==> config.mk <==
export PLATFORM = sky130hd
export DESIGN_NAME = umi_reg_subsys
export DESIGN_NICKNAME = d
export VERILOG_FILES = /design/src/umi_pkg.sv /design/src/umi_reg_subsys.sv /design/src/umi_regif.sv /design/src/umi_reg_bank.sv /design/src/umi_cmd_pack.sv /design/src/umi_cmd_unpack.sv
export SDC_FILE = /design/constraint.sdc
export NUM_CORES = 2
export LEC_CHECK = 0
export BUFFER_PORTS_ARGS = -buffer_cell sky130_fd_sc_hd__clkbuf_2
export CORE_ASPECT_RATIO = 1.25
export CORE_MARGIN = 2
export CORE_UTILIZATION = 40
export CTS_CLUSTER_SIZE = 25
export DETAILED_ROUTE_END_ITERATION = 6
export GPL_TIMING_DRIVEN = 0
export PLACE_DENSITY = 0.68
export SYNTH_ARGS = -nofsm -noshare
export SYNTH_HDL_FRONTEND = slang
export SYNTH_SLANG_ARGS = --single-unit
==> constraint.sdc <==
create_clock -name clk -period 21.5 [get_ports clk]
set_input_delay 0 -clock clk [delete_from_list [all_inputs] [get_ports clk]]
set_output_delay 0 -clock clk [all_outputs]
set_load 0.05 [all_outputs]
==> src/umi_pkg.sv <==
package umi_pkg;

   //####################
   // bus geometry
   //####################

   localparam int UMI_AW = 64;   // address width
   localparam int UMI_DW = 256;  // packet data width

   //####################
   // command word
   //####################

   // 32-bit command, options on top, opcode in the low byte
   typedef struct packed {
      logic [19:0] options;  // 31..12, passed through to the response
      logic [3:0]  size;     // 11..8, bytes = 2**size
      logic [7:0]  opcode;   // 7..0
   } umi_cmd_t;

   // request opcodes
   localparam logic [7:0] UMI_REQ_READ   = 8'd1;
   localparam logic [7:0] UMI_REQ_WRITE  = 8'd3;  // non-posted, wants an ack
   localparam logic [7:0] UMI_REQ_POSTED = 8'd5;  // fire and forget

   // response opcodes
   localparam logic [7:0] UMI_RESP_READ  = 8'd2;
   localparam logic [7:0] UMI_RESP_WRITE = 8'd4;

   //####################
   // packets
   //####################

   // request packet as seen on the device side
   typedef struct packed {
      umi_cmd_t            cmd;
      logic [UMI_AW-1:0]   dstaddr;  // register address + group field
      logic [UMI_AW-1:0]   srcaddr;  // return address for the response
      logic [UMI_DW-1:0]   data;     // write data in the low lanes
   } umi_req_t;

   // response packet, same layout
   typedef struct packed {
      umi_cmd_t            cmd;
      logic [UMI_AW-1:0]   dstaddr;  // request srcaddr
      logic [UMI_AW-1:0]   srcaddr;  // always zero here
      logic [UMI_DW-1:0]   data;     // read value, replicated
   } umi_resp_t;

   //####################
   // decoded request
   //####################

   // what the register slave does with a request
   typedef enum logic [1:0] {
      REQ_NONE,    // unknown opcode, accept and drop
      REQ_READ,
      REQ_WRITE,
      REQ_POSTED
   } umi_req_class_e;

endpackage
==> src/umi_reg_subsys.sv <==
`timescale 1ns/1ps

module umi_reg_subsys
   import umi_pkg::*;
   #(
   parameter int RW        = 64,  // register width
   parameter int NREGS     = 16,  // register count
   parameter int GRPOFFSET = 24,  // group field lsb
   parameter int GRPAW     = 4,   // group field width
   parameter int GRPID     = 3    // group id
   )
   (
   input  logic      clk,
   input  logic      nreset,
   // request channel
   input  logic      req_valid,
   input  umi_req_t  req,
   output logic      req_ready,
   // response channel
   output logic      resp_valid,
   output umi_resp_t resp,
   input  logic      resp_ready
   );

   // register port
   logic [UMI_AW-1:0] reg_addr;
   logic              reg_read;
   logic              reg_write;
   logic [3:0]        reg_size;
   logic [RW-1:0]     reg_wrdata;
   logic [RW-1:0]     reg_rddata;

   umi_regif #(
      .RW        (RW),
      .GRPOFFSET (GRPOFFSET),
      .GRPAW     (GRPAW),
      .GRPID     (GRPID)
   ) i_umi_regif (
      .clk        (clk),
      .nreset     (nreset),
      .req_valid  (req_valid),
      .req        (req),
      .req_ready  (req_ready),
      .resp_valid (resp_valid),
      .resp       (resp),
      .resp_ready (resp_ready),
      .reg_addr   (reg_addr),
      .reg_read   (reg_read),
      .reg_write  (reg_write),
      .reg_size   (reg_size),
      .reg_wrdata (reg_wrdata),
      .reg_rddata (reg_rddata)
   );

   umi_reg_bank #(
      .RW    (RW),
      .NREGS (NREGS)
   ) i_umi_reg_bank (
      .clk        (clk),
      .nreset     (nreset),
      .reg_addr   (reg_addr),
      .reg_read   (reg_read),
      .reg_write  (reg_write),
      .reg_size   (reg_size),
      .reg_wrdata (reg_wrdata),
      .reg_rddata (reg_rddata)
   );

endmodule

==> src/umi_regif.sv <==
`timescale 1ns/1ps

module umi_regif
   import umi_pkg::*;
   #(
   parameter int RW        = 64,  // register width
   parameter int GRPOFFSET = 24,  // group field lsb in dstaddr
   parameter int GRPAW     = 4,   // group field width
   parameter int GRPID     = 3    // our group
   )
   (
   input  logic              clk,
   input  logic              nreset,      // async, active low
   // umi request
   input  logic              req_valid,
   input  umi_req_t          req,
   output logic              req_ready,
   // umi response
   output logic              resp_valid,
   output umi_resp_t         resp,
   input  logic              resp_ready,
   // register port
   output logic [UMI_AW-1:0] reg_addr,
   output logic              reg_read,    // 1-cycle strobe
   output logic              reg_write,   // 1-cycle strobe
   output logic [3:0]        reg_size,
   output logic [RW-1:0]     reg_wrdata,
   input  logic [RW-1:0]     reg_rddata   // same-cycle readback
   );

   // ready / gap after drop / response pending
   typedef enum logic [1:0] {
      ST_READY,
      ST_GAP,
      ST_WAIT
   } state_e;

   state_e         state;
   state_e         state_nxt;
   umi_req_class_e req_class;
   logic [19:0]    req_options;
   logic           accept;
   logic           group_match;
   logic           is_read;
   logic           is_write;
   logic           need_resp;
   logic [7:0]     resp_opcode;
   umi_cmd_t       resp_cmd;
   umi_resp_t      resp_nxt;
   umi_resp_t      resp_q;

   //####################
   // request decode
   //####################

   umi_cmd_unpack i_cmd_unpack (
      .cmd       (req.cmd),
      .req_class (req_class),
      .size      (reg_size),
      .options   (req_options)
   );

   assign accept      = req_valid & req_ready;
   // group field must carry our id, otherwise silently eaten
   assign group_match = (req.dstaddr[GRPOFFSET +: GRPAW] == GRPAW'(GRPID));

   assign is_read   = (req_class == REQ_READ);
   assign is_write  = (req_class == REQ_WRITE) | (req_class == REQ_POSTED);
   assign need_resp = accept & group_match &
                      ((req_class == REQ_READ) | (req_class == REQ_WRITE));

   // register port strobes
   assign reg_addr   = req.dstaddr;
   assign reg_read   = accept & group_match & is_read;
   assign reg_write  = accept & group_match & is_write;  // posted too
   assign reg_wrdata = req.data[RW-1:0];                 // low lanes only

   //####################
   // flow control
   //####################

   always_comb begin
      state_nxt = state;
      case (state)
         ST_READY: begin
            if (accept)
               state_nxt = need_resp ? ST_WAIT : ST_GAP;
         end
         ST_GAP:   state_nxt = ST_READY;  // one dead cycle
         ST_WAIT: begin
            if (resp_ready)  // response leaves this edge
               state_nxt = ST_READY;
         end
         default:  state_nxt = ST_READY;
      endcase
   end

   always_ff @(posedge clk or negedge nreset) begin
      if (!nreset)
         state <= ST_READY;
      else
         state <= state_nxt;
   end

   assign req_ready  = (state == ST_READY);
   assign resp_valid = (state == ST_WAIT);

   //####################
   // response build
   //####################

   assign resp_opcode = is_read ? UMI_RESP_READ : UMI_RESP_WRITE;

   umi_cmd_pack i_cmd_pack (
      .opcode  (resp_opcode),
      .size    (reg_size),
      .options (req_options),
      .cmd     (resp_cmd)
   );

   always_comb begin
      resp_nxt.cmd     = resp_cmd;
      resp_nxt.dstaddr = req.srcaddr;  // back to requester
      resp_nxt.srcaddr = '0;
      // read data fills every lane, write ack carries none
      resp_nxt.data    = is_read ? {(UMI_DW/RW){reg_rddata}} : '0;
   end

   // held until taken, captured at the accept edge
   always_ff @(posedge clk) begin
      if (need_resp)
         resp_q <= resp_nxt;
   end

   assign resp = resp_q;

endmodule

==> src/umi_reg_bank.sv <==
`timescale 1ns/1ps

module umi_reg_bank
   import umi_pkg::*;
   #(
   parameter int RW    = 64,  // register width, multiple of 8
   parameter int NREGS = 16   // power of two
   )
   (
   input  logic              clk,
   input  logic              nreset,
   input  logic [UMI_AW-1:0] reg_addr,
   input  logic              reg_read,
   input  logic              reg_write,
   input  logic [3:0]        reg_size,    // log2 of bytes
   input  logic [RW-1:0]     reg_wrdata,
   output logic [RW-1:0]     reg_rddata
   );

   localparam int NBYTES = RW / 8;
   localparam int BOFF   = $clog2(NBYTES);  // byte offset bits
   localparam int IW     = $clog2(NREGS);   // index bits

   logic [RW-1:0]     regs [NREGS];
   logic [IW-1:0]     idx;
   logic [BOFF-1:0]   offset;
   logic [3:0]        size_eff;
   logic [NBYTES-1:0] byte_en;

   //####################
   // address split
   //####################

   assign idx    = reg_addr[BOFF +: IW];  // wraps modulo NREGS
   assign offset = reg_addr[BOFF-1:0];

   // anything wider than a register writes the whole register
   assign size_eff = (reg_size > 4'(BOFF)) ? 4'(BOFF) : reg_size;

   //####################
   // byte lane enables
   //####################

   // lane hit when it sits in the same aligned 2**size block as offset
   always_comb begin
      for (int b = 0; b < NBYTES; b++) begin
         byte_en[b] = ((BOFF'(b) ^ offset) >> size_eff) == '0;
      end
   end

   //####################
   // storage
   //####################

   always_ff @(posedge clk or negedge nreset) begin
      if (!nreset) begin
         for (int i = 0; i < NREGS; i++) begin
            regs[i] <= '0;
         end
      end else if (reg_write) begin
         for (int b = 0; b < NBYTES; b++) begin
            if (byte_en[b])
               regs[idx][8*b +: 8] <= reg_wrdata[8*b +: 8];  // same lane in
         end
      end
   end

   // whole register out, requester picks bytes, zero when idle
   assign reg_rddata = reg_read ? regs[idx] : '0;

endmodule

==> src/umi_cmd_pack.sv <==
`timescale 1ns/1ps

module umi_cmd_pack
   import umi_pkg::*;
   (
   input  logic [7:0]  opcode,   // response opcode
   input  logic [3:0]  size,     // copied from request
   input  logic [19:0] options,  // copied from request
   output umi_cmd_t    cmd       // assembled response command
   );

   // field placement lives in umi_cmd_t
   always_comb begin
      cmd         = '0;
      cmd.opcode  = opcode;
      cmd.size    = size;
      cmd.options = options;
   end

endmodule

==> src/umi_cmd_unpack.sv <==
`timescale 1ns/1ps

module umi_cmd_unpack
   import umi_pkg::*;
   (
   input  umi_cmd_t       cmd,        // request command word
   output umi_req_class_e req_class,  // decoded request kind
   output logic [3:0]     size,       // log2 of access bytes
   output logic [19:0]    options     // echoed back in the response
   );

   //####################
   // opcode decode
   //####################

   always_comb begin
      case (cmd.opcode)
         UMI_REQ_READ:   req_class = REQ_READ;
         UMI_REQ_WRITE:  req_class = REQ_WRITE;
         UMI_REQ_POSTED: req_class = REQ_POSTED;
         default:        req_class = REQ_NONE;  // dropped by regif
      endcase
   end

   //####################
   // field extract
   //####################

   assign size    = cmd.size;     // same for reads and writes
   assign options = cmd.options;  // not interpreted here

endmodule

# Yosys cells after proc, flatten, opt, wreduce, memory -nomap -nowiden
# Cells that the tools add are included.
# totals
register_bits	1378
in_bits	420
output_inout_bits	418
# op_classes
n_lt_le_gt_ge	3
n_eq_ne	10
n_shift	8
mux	50
bitwise	15
n_reduce_logical	11
# op_table
operator	n
$mux W1024	15
$bwmux W1024	8
$demux W64 S4	8
$bmux W64 S4	1
$mux W64	4
$mux W56	1
$mux W48	1
$mux W40	1
$mux W32	1
$shr A3 B4 Y3	8
$logic_not A3 Y1	8
$mux W24	1
$mux W16	1
$eq A8 B1 Y1 const B	1
$eq A8 B2 Y1 const B	1
$eq A8 B3 Y1 const B	1
$mux W8	1
$eq A2 B2 Y1 const B	3
$mux W2	3
$not A2 Y2	3
$pmux W2 S3	1
$and A1 B1 Y1	5
$ge A5 B5 Y1 const B	1
$lt A5 B1 Y1 const B	1
other kinds (15)	18

# Logic depth before layout (Yosys ltp)
# logic_depth
word_depth	28
mapped_depth	11

# Hierarchy
# Synthesis repeated with hierarchy kept, for this count alone.
# hier_totals
hier_cells	3777
hier_area_um2	55371.9
# modules_own_cells
mod	n_inst	cells_per_inst	area_each_um2
umi_reg_bank	1	3082	46604.7
umi_regif	1	635	8305.5
umi_cmd_pack	1	32	240.2
umi_cmd_unpack	1	28	221.5

# Worst setup path after synthesis
# No wires, ideal clock.
# synth_timing
path_kind	input to register
startpoint	input req[387] (netlist bit)
endpoint	register i_umi_regif.resp_q, in the netlist i_umi_regif.resp[191] (enable)
setup_ns	0.672
arrival_time_ns	7.562
slack_ns	13.265
path_stages	7
cell_sequence	nor4b_2 and3_1 buf_6 buf_12 inv_1 ha_1 nor2_1
# synth_via
elab_chain_cells	5
elab_cells_between_ends	8
classes_between	eq/ne: 5; mux: 1; bitwise: 2
# synth_lines
item	line	rtl
from (decl)	umi_reg_subsys.sv:17	input umi_req_t req,
$eq A8 B3 Y1 (tied with other cells)	umi_cmd_unpack.sv:17	case (cmd.opcode)
$pmux W2 S3 (*)	umi_cmd_unpack.sv:17	
$eq A2 B1 Y1 / $eq A2 B2 Y1 (equally long branches)	umi_regif.sv:70	((req_class == REQ_READ) | (req_class == REQ_WRITE));
$or A1 B1 Y1 (*)	umi_regif.sv:70	
$and A1 B1 Y1 (*)	umi_regif.sv:69	assign need_resp = accept & group_match &
named net i_umi_regif.need_resp	umi_regif.sv:46	logic need_resp;
to (signal assigned)	umi_regif.sv:132	resp_q <= resp_nxt;
to (decl)	umi_regif.sv:50	umi_resp_t resp_q;
# Mark *: on every way through the listed nets, which the timed path passes. The rest lies on a longest branch.
# A chain may end at the register's enable or synchronous reset.

# Final worst setup path
# layout_timing
startpoint	input req[385] (netlist bit)
endpoint	register i_umi_regif.resp_q, in the netlist i_umi_regif.resp[226] (data pin)
# layout_via
elab_chain_cells	5
elab_cells_between_ends	7
classes_between	eq/ne: 4; mux: 2; bitwise: 1
# layout_lines
item	line	rtl
$eq A8 B3 Y1 (tied with other cells)	umi_cmd_unpack.sv:17	
$pmux W2 S3 (*)	umi_cmd_unpack.sv:17	
$eq A2 B1 Y1 (*)	umi_regif.sv:67	assign is_read = (req_class == REQ_READ);
$and A1 B1 Y1	umi_regif.sv:74	assign reg_read = accept & group_match & is_read;
$mux W64	umi_reg_bank.sv:69	assign reg_rddata = reg_read ? regs[idx] : '0;
# Every way passes the cells marked *; elsewhere a longest branch is shown, timed or not.

==> flow_summary.yaml <==
timing:
  setup_slack_ns: 17.58
  worst_pin_slew_ns: 1.50
  finClkSkew_ns: 0.0248
  min_period_ns: 3.92
  fmax_mhz: 255
  setup_tns_ns: 0
  rsz0062_at_grt: "false"
  setup_viol: 0
  finalMaxSlewViolations: 10
  hold_viol_final: 0
  finalCritPeriodShare_pct: 18.2
  max_slew_margin_pct: -0.164
  timing.hold.ws_ns: 0.00919
cts:
  htree_levels: 3
  cts_buffer_depth: 3
  ctsHoldBuffers: 237
  ctsResizeCount: 0
  clk_pin_slew_worst_paths_ns: 0.07
  cts_tree: "yes"
  clock-sinks: 1180
  postCtsSetupRepairBufs: 0
  root_buffer: "clkbuf_16"
  cts_buffers: 120
  clock_latency_ns: 0.76
floorplanning:
  io_pins: 838
  dieArea_sq_um: 137000
  core-area_sq_um: 133000
  start_util_pct: 40.2
  die_h_um: 413
  die_width_um: 331
  std_cell_rows: 150
critical_path:
  slowest_delay_ns: 1.08
  arrival_ns: 4.31
  slowest_stage: "buf_1"
  crit_required_ns: 21.90
  rr_worst_depth: 7
  worst-path-stages: 13
  cp_num_buf_inv: 8
  critPathMaxFanout: 10
  crit_top_cell: "inv_1"
  path_cells: "dlygate4sd3_1 -> clkbuf_2 -> xor2_1 -> and3_1 -> buf_6 -> buf_12 -> inv_1 -> ha_1 -> inv_1 -> or3_1 -> buf_1 -> clkbuf_1 -> o22ai_1"
  critPathLaunchType: "input pin"
  path_class: "in -> reg"
  worstSetupEndpointType: "flip-flop"
  crit_family: "buffers and inverters"
synth:
  ys_warn_count: 0
  ys.flop_type: "dfrtp_1"
  synthCells: 3302
  async_flop_share_pct: 86.9
  avgSynthCellArea_sq_um: 16.2
  yosys.area.top_type_share_pct: 48.0
  synth-seq-cells: 1180
  syn_area_sq_um: 53500
  synth_edf_count: 154
  synthTopCellsByArea: "dfrtp_1 (48%), mux2_2 (21%), mux4_2 (11%), edfxtp_1 (8.6%), buf_4 (3.7%)"
  ys_seq_area_share_pct: 56.6
  yosysUniqueCellTypes: 45
  synthMostInstantiatedCell: "dfrtp_1"
  post_synth_most_frequent_cells: "dfrtp_1 (1,026), mux2_2 (995), buf_4 (264)"
  synth_largest_area_cell: "dfrtp_1"
cells_and_area:
  drive_above_1_share_pct: 56.0
  nets: 4685
  stdcell_count: 6124
  syn2layout_area_growth_pct: 22.4
  final_cell_area_sq_um: 65500
grt:
  grt_pass1_vias: 33093
  grt_max_degree: 113
  gr-usage-all-layers_pct: 20.9
  grt_pass1_wl_um: 213000
  antenna_found_initial: 16
  overflow: 0
detailed_routing:
  drc: 0
  vias_per_cell: 5.20
  first_pass_iters: 5
  vias: 31859
  wirelength_um: 144000
  post_drt_wl_per_cell_um: 23.5
  drtAntennaViolNets: 0
  drt_iter0_markers: 1769
pwr:
  vdd_ir_drop_max_uv: 69.2
  power.density_nw_per_um2: 71.7
  p_leak_uw: 0.0320
min_path:
  worstHoldPathCells: 2
  min_path_type: "in -> reg"
outcome:
  status: "finished, violations left"
  violations: "capacitance limit, slew limit"
place:
  dp.cells: 5653
  placed_cell_area_sq_um: 59000
  preCtsSetupSlack_ns: 17.21
  dp_hpwl_um: 98000
  place_congestion: 0.781
  portBuffers: 519
flow_run:
  maxCapViolCount: 1
cells by family (layout without fill, tap and decap cells):
family | count (synthesis) | in the layout | share of synthesized area (%)
muxes | 1408 | 1408 | 34.7
DFF | 1180 | 1180 | 56.6
buffers and inverters | 458 | 1454 | 5.33
and+or+nand+nor | 171 | 171 | 2.34
AOI/OAI and AO/OA | 82 | 82 | 0.958
adders and majority gates | 1 | 1 | 0.0234
other | 1 | 79 | 0.00701
xor gates and xnor gates | 1 | 1 | 0.0164
final timing paths:
kind | from | end | slack, ns
worst max register to register | i_umi_regif.state[1] | i_umi_regif.resp[225] | 17.67
worst min-delay path | req[258] | i_umi_regif.resp[322] | 0.009
min in group asynchronous | nreset | i_umi_reg_bank.regs[552] | 0.49
worst min register to register | i_umi_reg_bank.regs[86] | i_umi_reg_bank.regs[86] | 0.48
worst max-delay path | req[385] | i_umi_regif.resp[226] | 17.58
max in group asynchronous | nreset | i_umi_reg_bank.regs[1] | 19.50
per-layer routing:
metal  share of wire, %  track usage (%)  vias to the layer above
met2                 49             34.9                      991
met3                4.8             2.80                      218
li1                   -                -                    13899
met4                3.3             7.59                        4
met1                 43             28.0                    16747
met5              0.021                0                        -
power by group:
group	internal, uW	switching [uW]
Sequential	2260	0.562
Combinational	88.5	166
Clock	1250	933
cells in the final DEF, fill, tap and decap left out, types with 4 or more instances in the layout:
master,netlist,final
nand4_2,8,8
mux2i_1,128,128
or2_1,4,4
clkbuf_16,0,126
clkbuf_2,1,521
nor2_2,110,110
nor2b_1,5,5
o22ai_1,64,64
buf_1,18,18
nand2b_1,13,13
clkbuf_1,114,132
mux4_2,256,256
clkinvlp_4,0,7
buf_2,47,47
buf_12,1,6
clkinv_4,0,5
mux2_2,995,995
mux2_1,28,28
conb_1,1,70
clkbuf_8,2,15
o21a_1,8,8
diode_2,0,9
nor2_1,6,5
dfrtp_1,1026,1026
edfxtp_1,154,154
nand4_4,8,8
buf_4,264,264
inv_1,5,5
buf_16,0,11
clkinv_2,0,31
buf_6,5,5
bufinv_16,0,11
a21oi_1,8,8
dlygate4sd3_1,0,236
layout make-up:
class                   instances  area (sq um)
diodes                          9          22.5
plain buffers                 453          2840
clock buffers                 158          3390
clock inverters                67           753
fillers                     11344         67700
inverters                       5          18.8
multi-input cells            1733         20600
flip-flops and latches       1180         30300
well taps                    1748          2190
repair buffers                771          5370
state kept, by name, summed over array words and instances, names as in the netlist:
register	cells
i_umi_reg_bank.regs	1024
i_umi_regif.resp	154
i_umi_regif.state	2
per-stage QoR:
| stage | power (uW) | util [%] |
|---|---|---|
| after floorplan | 2410 | - |
| after global placement | 2520 | 44.0 |
| after detailed placement | 2520 | 44.2 |
| after CTS | 4750 | 49.2 |
| after global routing | 4860 | 49.2 |
| final | 4700 | 49.2 |
No activity file was read; power rests on OpenSTA's default activity.
